$ cat src/hw/legalizer_pkg.sv
/*
 * Legalizer package
 * Widths, constants and the request, option and burst structs shared by
 * the AXI4 transfer legalizer of the DMA back-end
 */
package legalizer_pkg;

    // ------------------------------
    // bus and address geometry
    // ------------------------------
    // byte address and transfer length widths
    localparam int unsigned ADDR_WIDTH = 24;
    localparam int unsigned LEN_WIDTH = 24;

    // data bus, one beat carries STRB_WIDTH bytes
    localparam int unsigned DATA_WIDTH = 32;
    localparam int unsigned STRB_WIDTH = DATA_WIDTH / 8;
    // byte select bits inside one beat
    localparam int unsigned OFFSET_WIDTH = $clog2(STRB_WIDTH);

    // AXI4 limit on INCR bursts
    localparam int unsigned MAX_BEATS = 256;
    // log2 beat count used when no reduction is requested
    localparam int unsigned FULL_LLEN = $clog2(MAX_BEATS);
    // a page is one maximum burst, 1 KiB on a 32 bit bus
    localparam int unsigned PAGE_ADDR_WIDTH = $clog2(MAX_BEATS * STRB_WIDTH);

    // ------------------------------
    // scalar types
    // ------------------------------
    typedef logic [ADDR_WIDTH-1:0] addr_t;
    typedef logic [LEN_WIDTH-1:0] len_t;
    // one extra bit so that a full page fits
    typedef logic [PAGE_ADDR_WIDTH:0] page_len_t;
    // log2 of the reduced beat count
    typedef logic [2:0] llen_t;

    // AXI burst type encoding
    typedef enum logic [1:0] {
        FIXED = 2'b00,
        INCR = 2'b01,
        WRAP = 2'b10
    } burst_e;

    // ------------------------------
    // request side
    // ------------------------------
    // per request options, kept for the whole transfer
    typedef struct packed {
        logic decouple_rw;
        logic src_reduce_len;
        llen_t src_max_llen;
        logic dst_reduce_len;
        llen_t dst_max_llen;
        burst_e src_burst;
        burst_e dst_burst;
    } xfer_opt_t;

    // one linear copy
    typedef struct packed {
        len_t length;
        addr_t src_addr;
        addr_t dst_addr;
        xfer_opt_t opt;
    } xfer_req_t;

    // ------------------------------
    // burst side
    // ------------------------------
    // one legal burst, addr is beat aligned, len is beats minus one
    typedef struct packed {
        addr_t addr;
        logic [7:0] len;
        burst_e burst;
        logic [OFFSET_WIDTH-1:0] offset;
        logic [OFFSET_WIDTH-1:0] tailer;
        logic last;
    } burst_req_t;

endpackage

$ cat src/hw/burst_chopper.sv
/*
 * Burst chopper
 * Holds the remaining part of one side's transfer and cuts off one legal
 * burst on every enabled clock edge
 */
`timescale 1ns/1ns

module burst_chopper
    import legalizer_pkg::*;
(
    input  logic       clk_i,
    input  logic       reset_i,
    input  logic       load_i,
    input  len_t       length_i,
    input  addr_t      addr_i,
    input  burst_e     burst_i,
    input  logic       en_i,
    input  logic       kill_i,
    input  page_len_t  bytes_possible_i,
    output addr_t      addr_o,
    output burst_req_t burst_o,
    output logic       done_o,
    output logic       busy_o
);

    // ------------------------------
    // transfer state
    // ------------------------------
    len_t   len_q;
    addr_t  addr_q;
    burst_e burst_q;
    logic   valid_q;

    // bytes moved by the current burst
    page_len_t num_bytes;
    // remainder fits into the current burst
    logic fits;
    // first byte inside the first beat
    logic [OFFSET_WIDTH-1:0] addr_offset;
    // last byte position minus one relative to the first beat
    logic [PAGE_ADDR_WIDTH-1:0] span;

    // chop at the boundary or take whatever is left
    always_comb begin
        if (len_q > len_t'(bytes_possible_i)) begin
            num_bytes = bytes_possible_i;
            fits = 1'b0;
        end else begin
            num_bytes = len_q[PAGE_ADDR_WIDTH:0];
            fits = 1'b1;
        end
    end

    always_ff @(posedge clk_i) begin
        if (reset_i) begin
            len_q <= '0;
            addr_q <= '0;
            burst_q <= INCR;
            valid_q <= 1'b0;
        end else if (load_i) begin
            // a new request wins over kill and advance
            len_q <= length_i;
            addr_q <= addr_i;
            burst_q <= burst_i;
            valid_q <= 1'b1;
        end else if (kill_i) begin
            len_q <= '0;
            addr_q <= '0;
            burst_q <= INCR;
            valid_q <= 1'b0;
        end else if (en_i) begin
            if (fits) begin
                // final burst goes out this cycle
                len_q <= '0;
                valid_q <= 1'b0;
            end else begin
                len_q <= len_q - len_t'(num_bytes);
                addr_q <= addr_q + addr_t'(num_bytes);
            end
        end
    end

    // ------------------------------
    // burst fields
    // ------------------------------
    assign addr_offset = addr_q[OFFSET_WIDTH-1:0];
    assign span = PAGE_ADDR_WIDTH'(num_bytes + page_len_t'(addr_offset) - page_len_t'(1));

    assign burst_o.addr = {addr_q[ADDR_WIDTH-1:OFFSET_WIDTH], {OFFSET_WIDTH{1'b0}}};
    // beats minus one
    assign burst_o.len = span[PAGE_ADDR_WIDTH-1:OFFSET_WIDTH];
    assign burst_o.burst = burst_q;
    assign burst_o.offset = addr_offset;
    // end byte wraps to zero on a full last beat
    assign burst_o.tailer = OFFSET_WIDTH'(num_bytes + page_len_t'(addr_offset));
    assign burst_o.last = done_o;

    // idle also counts as done so a new request can load
    assign done_o = ~valid_q | fits;
    assign busy_o = valid_q;
    assign addr_o = addr_q;

    // a held transfer always has bytes left to move
    a_valid_not_empty : assert property (
        @(posedge clk_i) disable iff (reset_i)
        valid_q |-> (len_q != '0)
    );

endmodule

$ cat src/hw/legalizer_ctrl.sv
/*
 * Legalizer controller
 * Option register, coupled or decoupled page limits, enables, burst strobes
 * and request acceptance
 */
`timescale 1ns/1ns

module legalizer_ctrl
    import legalizer_pkg::*;
(
    input  logic      clk_i,
    input  logic      reset_i,
    input  xfer_opt_t req_opt_i,
    input  logic      valid_i,
    input  logic      r_ready_i,
    input  logic      w_ready_i,
    input  logic      kill_i,
    input  page_len_t r_bytes_to_pb_i,
    input  page_len_t w_bytes_to_pb_i,
    input  logic      r_done_i,
    input  logic      w_done_i,
    input  logic      r_busy_i,
    input  logic      w_busy_i,
    output logic      ready_o,
    output logic      load_o,
    output xfer_opt_t opt_o,
    output page_len_t r_bytes_possible_o,
    output page_len_t w_bytes_possible_o,
    output logic      r_en_o,
    output logic      w_en_o,
    output logic      r_valid_o,
    output logic      w_valid_o
);

    // options of the transfer in flight
    xfer_opt_t opt_q;
    // closer of the two boundaries
    page_len_t c_bytes_to_pb;

    // ------------------------------
    // option register
    // ------------------------------
    always_ff @(posedge clk_i) begin
        if (reset_i) begin
            opt_q <= '0;
        end else if (load_o) begin
            opt_q <= req_opt_i;
        end else if (kill_i) begin
            opt_q <= '0;
        end
    end

    assign opt_o = opt_q;

    // ------------------------------
    // page limits
    // ------------------------------
    // coupled sides step by the same amount, so both obey the nearer boundary
    assign c_bytes_to_pb = (r_bytes_to_pb_i > w_bytes_to_pb_i) ? w_bytes_to_pb_i
                                                               : r_bytes_to_pb_i;

    assign r_bytes_possible_o = opt_q.decouple_rw ? r_bytes_to_pb_i : c_bytes_to_pb;
    assign w_bytes_possible_o = opt_q.decouple_rw ? w_bytes_to_pb_i : c_bytes_to_pb;

    // ------------------------------
    // flow control
    // ------------------------------
    always_comb begin
        if (opt_q.decouple_rw) begin
            // each side only waits for its own channel
            r_en_o = r_ready_i;
            w_en_o = w_ready_i;
        end else begin
            // lockstep where either ready stalls both
            r_en_o = r_ready_i & w_ready_i;
            w_en_o = r_ready_i & w_ready_i;
        end
    end

    // one burst per enabled cycle while a side holds a transfer
    assign r_valid_o = r_busy_i & r_en_o;
    assign w_valid_o = w_busy_i & w_en_o;

    // take a new request once both last bursts leave
    assign ready_o = r_done_i & w_done_i & r_ready_i & w_ready_i;
    assign load_o = ready_o & valid_i;

    // ------------------------------
    // assertions
    // ------------------------------
    // only INCR bursts can be cut into pieces
    a_incr_only : assert property (
        @(posedge clk_i) disable iff (reset_i)
        load_o |-> (req_opt_i.src_burst == INCR) && (req_opt_i.dst_burst == INCR)
    );

    // a strobe for a non final burst leaves the chopper holding the rest
    a_r_valid_busy : assert property (
        @(posedge clk_i) disable iff (reset_i)
        r_valid_o && !r_done_i && !kill_i |=> r_busy_i
    );

    a_w_valid_busy : assert property (
        @(posedge clk_i) disable iff (reset_i)
        w_valid_o && !w_done_i && !kill_i |=> w_busy_i
    );

endmodule

$ cat src/hw/legalizer_top.sv
/*
 * AXI4 transfer legalizer
 * Cuts one linear copy into legal read and write bursts
 */
`timescale 1ns/1ns

module legalizer_top
    import legalizer_pkg::*;
(
    input  logic       clk_i,
    input  logic       reset_i,
    input  xfer_req_t  req_i,
    input  logic       valid_i,
    output logic       ready_o,
    output burst_req_t r_req_o,
    output logic       r_valid_o,
    input  logic       r_ready_i,
    output burst_req_t w_req_o,
    output logic       w_valid_o,
    input  logic       w_ready_i,
    input  logic       kill_i,
    output logic       r_busy_o,
    output logic       w_busy_o
);

    // current addresses of both sides
    addr_t r_addr;
    addr_t w_addr;
    // distance to each side's own boundary
    page_len_t r_bytes_to_pb;
    page_len_t w_bytes_to_pb;
    // limits after coupling
    page_len_t r_bytes_possible;
    page_len_t w_bytes_possible;

    logic r_en;
    logic w_en;
    logic r_done;
    logic w_done;
    logic load;
    // options of the running transfer
    xfer_opt_t opt;

    // ------------------------------
    // read side
    // ------------------------------
    page_boundary_calc u_r_page (
        .addr_i        (r_addr),
        .reduce_len_i  (opt.src_reduce_len),
        .max_llen_i    (opt.src_max_llen),
        .bytes_to_pb_o (r_bytes_to_pb)
    );

    burst_chopper u_r_chop (
        .clk_i            (clk_i),
        .reset_i          (reset_i),
        .load_i           (load),
        .length_i         (req_i.length),
        .addr_i           (req_i.src_addr),
        .burst_i          (req_i.opt.src_burst),
        .en_i             (r_en),
        .kill_i           (kill_i),
        .bytes_possible_i (r_bytes_possible),
        .addr_o           (r_addr),
        .burst_o          (r_req_o),
        .done_o           (r_done),
        .busy_o           (r_busy_o)
    );

    // ------------------------------
    // write side
    // ------------------------------
    page_boundary_calc u_w_page (
        .addr_i        (w_addr),
        .reduce_len_i  (opt.dst_reduce_len),
        .max_llen_i    (opt.dst_max_llen),
        .bytes_to_pb_o (w_bytes_to_pb)
    );

    burst_chopper u_w_chop (
        .clk_i            (clk_i),
        .reset_i          (reset_i),
        .load_i           (load),
        .length_i         (req_i.length),
        .addr_i           (req_i.dst_addr),
        .burst_i          (req_i.opt.dst_burst),
        .en_i             (w_en),
        .kill_i           (kill_i),
        .bytes_possible_i (w_bytes_possible),
        .addr_o           (w_addr),
        .burst_o          (w_req_o),
        .done_o           (w_done),
        .busy_o           (w_busy_o)
    );

    // ------------------------------
    // control
    // ------------------------------
    legalizer_ctrl u_ctrl (
        .clk_i              (clk_i),
        .reset_i            (reset_i),
        .req_opt_i          (req_i.opt),
        .valid_i            (valid_i),
        .r_ready_i          (r_ready_i),
        .w_ready_i          (w_ready_i),
        .kill_i             (kill_i),
        .r_bytes_to_pb_i    (r_bytes_to_pb),
        .w_bytes_to_pb_i    (w_bytes_to_pb),
        .r_done_i           (r_done),
        .w_done_i           (w_done),
        .r_busy_i           (r_busy_o),
        .w_busy_i           (w_busy_o),
        .ready_o            (ready_o),
        .load_o             (load),
        .opt_o              (opt),
        .r_bytes_possible_o (r_bytes_possible),
        .w_bytes_possible_o (w_bytes_possible),
        .r_en_o             (r_en),
        .w_en_o             (w_en),
        .r_valid_o          (r_valid_o),
        .w_valid_o          (w_valid_o)
    );

endmodule

$ cat src/hw/page_boundary_calc.sv
/*
 * Page boundary calculator
 * Bytes left from an address to the next (possibly reduced) page boundary
 */
`timescale 1ns/1ns

module page_boundary_calc
    import legalizer_pkg::*;
(
    input  addr_t     addr_i,
    input  logic      reduce_len_i,
    input  llen_t     max_llen_i,
    output page_len_t bytes_to_pb_o
);

    // effective page width in address bits, at most PAGE_ADDR_WIDTH
    logic [3:0] page_width;
    // page size in bytes for that width
    page_len_t page_size;
    // address bits below the effective page width
    logic [PAGE_ADDR_WIDTH-1:0] page_offset;

    // ------------------------------
    // page width
    // ------------------------------
    always_comb begin
        // reduced pages shrink the burst to 2**max_llen beats
        if (reduce_len_i) begin
            page_width = 4'(OFFSET_WIDTH) + 4'(max_llen_i);
        end else begin
            page_width = 4'(OFFSET_WIDTH) + 4'(FULL_LLEN);
        end
        // never beyond the AXI page
        if (page_width > 4'(PAGE_ADDR_WIDTH)) begin
            page_width = 4'(PAGE_ADDR_WIDTH);
        end
    end

    assign page_size = page_len_t'(1) << page_width;

    // ------------------------------
    // variable width address mask
    // ------------------------------
    // part select cannot take a variable width, so mask bit by bit
    always_comb begin
        for (int i = 0; i < PAGE_ADDR_WIDTH; i++) begin
            page_offset[i] = (page_width > 4'(i)) ? addr_i[i] : 1'b0;
        end
    end

    // distance to the boundary, a full page when already aligned
    assign bytes_to_pb_o = page_size - page_len_t'(page_offset);

endmodule

$ cat config.mk
export PLATFORM = sky130hd
export DESIGN_NAME = legalizer_top
export DESIGN_NICKNAME = d
export VERILOG_FILES = /design/src/hw/legalizer_pkg.sv /design/src/hw/burst_chopper.sv /design/src/hw/legalizer_ctrl.sv /design/src/hw/legalizer_top.sv /design/src/hw/page_boundary_calc.sv
export SDC_FILE = /design/constraint.sdc
export NUM_CORES = 1
export LEC_CHECK = 0
export BUFFER_PORTS_ARGS = -buffer_cell sky130_fd_sc_hd__buf_2
export CORE_MARGIN = 3
export CORE_UTILIZATION = 54
export DETAILED_ROUTE_END_ITERATION = 8
export HOLD_SLACK_MARGIN = 0.06
export PLACE_DENSITY = 0.85
export SKIP_CTS_REPAIR_TIMING = 1
export SYNTH_ARGS = -nofsm -noshare
export SYNTH_HDL_FRONTEND = slang
export SYNTH_HIERARCHICAL = 1
export SYNTH_SLANG_ARGS = --single-unit
$ cat constraint.sdc
create_clock -name clk_i -period 10.1 [get_ports clk_i]
set_clock_uncertainty 0.2 [all_clocks]
set_input_delay 2.02 -clock clk_i [delete_from_list [all_inputs] [get_ports clk_i]]
set_output_delay 2.02 -clock clk_i [all_outputs]
set_load 0.05 [all_outputs]
; ---- After elaboration in Yosys (flattened, before gate mapping)
; Cells that the tools add are included.
[word_totals]
output_inout_bits = 83
register_bits = 111
[op_classes]
n_lt_le_gt_ge = 25
n_reduce_logical = 9
n_eq_ne = 2
shifts = 2
add_sub_neg = 12
muxes = 62
bitwise = 11
[op_table]
columns = op, n
row1 = 24-bit two-way mux, 16
row2 = 11-bit two-way mux, 5
row3 = 24-bit by 11-bit adder with 24-bit output, 2
row4 = 24-bit by 11-bit > comparator with 1-bit output, 2
row5 = 24-bit by 11-bit subtractor with 24-bit output, 2
row6 = "4-bit by 3-bit > comparator with 1-bit output, second input constant", 8
row7 = 1-bit two-way mux, 32
row8 = 13-bit two-way mux, 2
row9 = "4-bit > comparator, second input constant", 6
row10 = "1-bit by 4-bit << shifter with 11-bit output, first input constant", 2
row11 = 11-bit by 10-bit subtractor with 11-bit output, 2
row12 = 10-bit by 2-bit adder with 10-bit output, 2
row13 = "10-bit by 1-bit subtractor with 10-bit output, second input constant", 2
row14 = "4-bit by 1-bit > comparator with 1-bit output, second input constant", 4
row15 = "4-bit by 2-bit > comparator with 1-bit output, second input constant", 4
row16 = 4-bit two-way mux, 4
row17 = 3-bit nonzero test, 4
row18 = 11-bit > comparator, 1
row19 = "2-bit by 3-bit adder with 4-bit output, first input constant", 2
row20 = 2-bit AND reduction, 4
row21 = 1-bit AND, 7
row22 = 2-bit two-way mux, 3
row23 = "3-bit inequality test, second input constant", 2
row24 = 1-bit NOT, 2
row25 = 2 further kinds, 3

; ---- Longest topological paths before layout
; Gate-level depths: netlist (run 1).
[depth]
ltp_word = 19
depth_mapped = 43
depth_no_buf = 39

; ---- Modules after synthesis
; The synthesis (run 1) kept the hierarchy.
[by_module_without_submodules]
columns = mod, seq_area_each_um2, cells_per_inst, area_each_um2, n_inst
row1 = burst_chopper (u_w_chop), 1021.0, 609, 4631.9, 1
row2 = burst_chopper (u_r_chop), 1021.0, 588, 4545.6, 1
row3 = page_boundary_calc, 0.0, 102, 659.4, 2
row4 = legalizer_ctrl, 260.2, 129, 1173.6, 1

; ---- Worst setup path after synthesis (run 1)
; No wires, ideal clock.
[synth_timing]
kind = register to output
from = register u_ctrl.opt_q (netlist bit u_ctrl/opt_o[5])
to = output r_req_o[14] in the netlist's numbering
path_slack_ns = -1.631
t_required_ns = 7.880
arrival_time_ns = 9.511
stages_incl_launch_ff = 38
path_buffers = 3
cell_sequence = dfxtp_1 ha_1 nand2b_1 or3_1 and2_1 ha_1 fa_1 nand2b_1 a21oi_4 nor4bb_1 or3_1 xor2_1 inv_1 ha_1 nand4_1 a211oi_2 a2111oi_4 nor3_4 (+2 left out) ha_1 a21oi_1 o21ai_0 a2111oi_0 nor2_1 nor3_2 buf_6 buf_4 buf_2 mux2_2 ha_1 fa_1 nor2_1 nand2_1 mux2_2 or2_4 mux2i_1 xnor2_1
[synth_lines]
columns = element, line_no
row1 = from (decl), legalizer_ctrl.sv:36  ; xfer_opt_t opt_q;
row2 = from (signal assigned), legalizer_ctrl.sv:47  ; opt_q <= req_opt_i;
row3 = to (decl), legalizer_top.sv:15  ; output burst_req_t r_req_o,

==> results of run 1 <==
[per-stage QoR]
stage	utilization	setup TNS, ns	hold slack [ns]	worst slack [ns]
2_1_floorplan	-	-2.55	0.248	-0.583
3_3_place_gp	0.653	-0.235	0.262	-0.124
3_5_place_dp	0.653	-1.51	0.267	-0.302
4_1_cts	0.668	-7.52	0.280	-0.767
5_1_grt	0.691	-10.75	0.311	-1.09
6_report	0.691	-6.44	0.281	-0.837
[flip-flops by register name (all words and copies together) (netlist names)]
register / cells
u_w_chop/addr_o: 24
u_r_chop/addr_o: 24
u_r_chop/burst_q: 2
u_w_chop/burst_q: 2
u_w_chop/len_q: 24
u_ctrl/opt_o: 9
u_w_chop/busy_o: 1
u_r_chop/busy_o: 1
u_r_chop/len_q: 24
[cell type report]
type,instances,area (µm²),area share
well taps,270,338,0.0237
multi-input cells,1207,8970,0.630
flip-flops and latches,111,2230,0.157
inverters,80,312,0.0219
repair buffers,313,2080,0.146
clock inverters,6,81.3,0.00571
clock buffers,10,239,0.0168
[per-layer routing]
metal,track usage,vias up,part of all wire
met2,0.490,699,0.46
met4,0.103,0,0.038
li1,-,5860,-
met3,0.0424,116,0.082
met5,0,-,0
met1,0.396,5839,0.41
[worst max-delay path, delay by kind of cell (launching register included)]
kind | cells | cell delay, ns
AND/OR/NAND/NOR | 15 | 3.20
adder cells (fa/ha/maj) | 6 | 1.44
AO/OA/AOI/OAI | 7 | 1.23
multiplexers | 4 | 1.19
buffers and inverters | 4 | 0.60
flip-flops | 1 | 0.36
XOR/XNOR | 2 | 0.35
[worst paths after layout]
| kind | cells after the start | end | slack [ns] |
|---|---|---|---|
| hold / removal | 2 | u_r_chop/len_q[23] | 0.28 |
| setup reg to reg | 42 | u_w_chop/addr_o[23] | 0.66 |
| setup / recovery | 38 | r_req_o[14] | -0.84 |
| hold reg to reg | 2 | u_r_chop/len_q[23] | 0.28 |
==> results.py, run 1 <==
metrics = {
    "sta": {
        "hold_viol_final": 0,
        "timing.fmax_mhz": 91.4,
        "relSlewSlack": 0.324,
        "rsz0062_at_grt": "true",
        "worst_slack_ns": -0.837,
        "setup-violations-final": 15,
        "slew_viol_final": 0,
        "final.min_clock_period_ns": 10.94,
        "fin_crit_sh": 1.08,
        "worst_pin_slew_ns": 1.01,
    },
    "grt": {
        "antenna_found_initial": 1,
        "grt_pass1_wl_mm": 58.0,
        "grt.overflow.total": 0,
        "grt_pass1_vias": 11600,
        "track_usage": 0.296,
        "grt_max_degree": 73,
    },
    "setup_path": {
        "crit_top_cell": "ha_4",
        "slowest_stage": "or3_1",
        "crit_type": "flop to output port",
        "cp.arrival_ns": 8.72,
        "crit_required_ns": 7.88,
        "cpPeakStageDelay_ns": 0.41,
        "crit_path_max_fanout": 5,
        "reg2reg_from": "u_ctrl/opt_o[5]",
        "crit_start": "u_ctrl/opt_o[5]",
        "startpoint_type": "flop",
        "end_kind": "output port",
    },
    "finish": {
        "postLayoutCellArea_um2": 14300,
        "final_cell_mix": "buf_2, buf_4, nor2_1",
        "n_fill_cell": 1644,
        "antenna_cells": 0,
        "drive_above_1_share": 0.280,
        "nets": 1918,
        "area_growth_pct": 23.7,
        "final_common_cell": "buf_2",
        "fin_cells": 1997,
    },
    "placement": {
        "dp_cells": 1971,
        "portBuffers": 169,
        "gp_congestion": 0.976,
        "dp_hpwl_mm": 28.0,
        "placed_area_um2": 13500,
    },
    "drt": {
        "routed_wl_mm": 37.8,
        "routedWlPerCell_um": 18.9,
        "vias": 12500,
        "viasPerCell": 6.27,
        "drt_iter0_markers": 1364,
        "drt_first_pass_iters": 6,
        "remaining_drc_errors": 0,
        "ant_nets": 0,
    },
    "die": {
        "io_pins": 174,
        "die_w_um": 152,
        "fp.dieH_um": 152,
        "start_util": 0.559,
        "coreArea_um2": 20600,
        "die-area_um2": 23100,
        "row_count": 52,
    },
    "cts": {
        "cts_sinks": 111,
        "clockRootBuffer": "clkbuf_16",
        "cts_buffer_depth": 2,
        "htree_num_levels": 3,
        "insertion_delay_ns": 0.37,
        "cts_made_buffers": 9,
        "tritoncts": "done",
        "clkSlewWorstSetupHoldPaths_ns": 0.09,
    },
    "yosys": {
        "syn_inst": 1514,
        "syn_area_um2": 11500,
        "synth-warning-count": 6,
        "postSynthAreaPerCell_um2": 7.61,
    },
    "status": {
        "violations": "negative setup slack",
        "run_status": "finished, violations left",
    },
    "job": {
        "cap_viol_max_count": 0,
    },
    "min_path": {
        "hold_class": "flop to flop",
        "min-delay-start": "u_r_chop/len_q[23]",
    },
}
Power of run 1 is not shown: default switching activity piles up to over one toggle a cycle in this logic, so the estimate is an artifact.
==> run 2: changes to the inputs <==
--- a/config.mk
+++ b/config.mk
@@ -10,7 +10,7 @@
 export CORE_UTILIZATION = 54
 export DETAILED_ROUTE_END_ITERATION = 8
 export HOLD_SLACK_MARGIN = 0.06
-export PLACE_DENSITY = 0.85
+export PLACE_DENSITY = 0.79
 export SKIP_CTS_REPAIR_TIMING = 1
 export SYNTH_ARGS = -nofsm -noshare
 export SYNTH_HDL_FRONTEND = slang
==> results.py, run 2 (synthesis gave the netlist of run 1 again) <==
metrics = {
    "placement": {
        "dp_cells": 1977,
        "portBuffers": 169,
        "placed_area_um2": 13500,
        "gp_congestion": 0.961,
        "dp_hpwl_mm": 27.7,
    },
    "drt": {
        "top_layer": "met4",
        "vias": 12300,
        "wl_met3_mm": 2.46,
        "remaining_drc_errors": 0,
        "routedWlPerCell_um": 18.4,
        "drt_iter0_markers": 984,
        "drt_first_pass_iters": 5,
        "routed_wl_mm": 37.1,
        "ant_nets": 0,
        "met2_wirelength_mm": 17.4,
        "drt-met1-wl_mm": 16.3,
        "viasPerCell": 6.13,
    },
    "finish": {
        "nets": 1931,
        "postLayoutCellArea_um2": 14400,
        "fin_cells": 2009,
        "antenna_cells": 0,
        "n_fill_cell": 1628,
        "final_common_cell": "buf_2",
        "area_growth_pct": 24.9,
        "final_cell_mix": "buf_2, buf_4, nor2_1",
        "drive_above_1_share": 0.296,
        "post-route-util": 0.698,
    },
    "setup_path": {
        "slowest_stage": "or3_4",
        "cp.arrival_ns": 8.49,
        "crit_required_ns": 7.88,
        "crit_path_max_fanout": 10,
        "end_kind": "output port",
        "reg2reg_from": "u_ctrl/opt_o[9]",
        "cpPeakStageDelay_ns": 0.39,
        "crit_top_cell": "ha_4",
        "crit_start": "u_ctrl/opt_o[5]",
        "crit_type": "flop to output port",
        "startpoint_type": "flop",
    },
    "die": {
        "io_pins": 174,
        "coreArea_um2": 20600,
        "die_w_um": 152,
        "fp.dieH_um": 152,
        "die-area_um2": 23100,
        "row_count": 52,
        "start_util": 0.559,
    },
    "cts": {
        "clkSlewWorstSetupHoldPaths_ns": 0.08,
        "htree_num_levels": 3,
        "tritoncts": "done",
        "cts_made_buffers": 9,
        "cts_sinks": 111,
        "cts_buffer_depth": 2,
        "insertion_delay_ns": 0.37,
        "clockRootBuffer": "clkbuf_16",
    },
    "grt": {
        "grt_pass1_vias": 11400,
        "grt_max_degree": 60,
        "antenna_found_initial": 0,
        "grt.overflow.total": 0,
        "track_usage": 0.293,
        "grt_pass1_wl_mm": 57.6,
    },
    "sta": {
        "setup-violations-final": 13,
        "worst_slack_ns": -0.611,
        "fin_crit_sh": 1.06,
        "hold_ws_ns": 0.285,
        "hold_viol_final": 0,
        "relSlewSlack": 0.413,
        "slew_viol_final": 0,
        "final.min_clock_period_ns": 10.71,
        "rsz0062_at_grt": "true",
        "timing.fmax_mhz": 93.4,
        "worst_pin_slew_ns": 0.879,
    },
    "job": {
        "cap_viol_max_count": 0,
    },
    "status": {
        "run_status": "finished, violations left",
        "violations": "negative setup slack",
    },
    "min_path": {
        "hold_class": "flop to flop",
        "min-delay-start": "u_r_chop/len_q[14]",
    },
}
==> run 2: metal layers <==
layer,up-vias,global-route usage
li1,5895,-
met1,5853,0.397
met2,499,0.483
met3,73,0.0424
met4,0,0.0903
met5,-,0
==> run 2: critical path, delay by kind of cell, from the launching register on <==
kind                       cells  cell delay (ns)
AOI/OAI and AO/OA              7             1.09
DFF                            1             0.36
xor gates and xnor gates       2             0.36
adders and majority gates      6             1.50
and+or+nand+nor               16             3.27
muxes                          4             1.14
buffers and inverters          3             0.40
==> run 2: final cells by class <==
type	instances	area, µm²	area share
clock buffer	9	225	0.0156
clock inverter	6	56.3	0.00391
inverter	80	309	0.0215
multi-input combinational	1207	9070	0.630
sequential	111	2230	0.155
tap	270	338	0.0235
timing repair buffer	326	2170	0.151
==> run 2: path summary, 6_finish.rpt <==
kind | cells after the start | slack (ns) | endpoint
max reg2reg | 40 | 0.69 | u_w_chop/addr_o[21]
max | 38 | -0.61 | r_req_o[14]
min | 2 | 0.29 | u_r_chop/len_q[14]
min reg2reg | 2 | 0.29 | u_r_chop/len_q[14]
==> run 2: through the flow <==
stage                     setup slack, ns  TNS [ns]
after global routing               -0.873     -7.32
after global placement             -0.114    -0.197
after floorplan                    -0.583     -2.55
after CTS                          -0.743     -6.69
after detailed placement           -0.279     -1.31
final                              -0.611     -3.42
Power of run 2 is left out for the same reason.
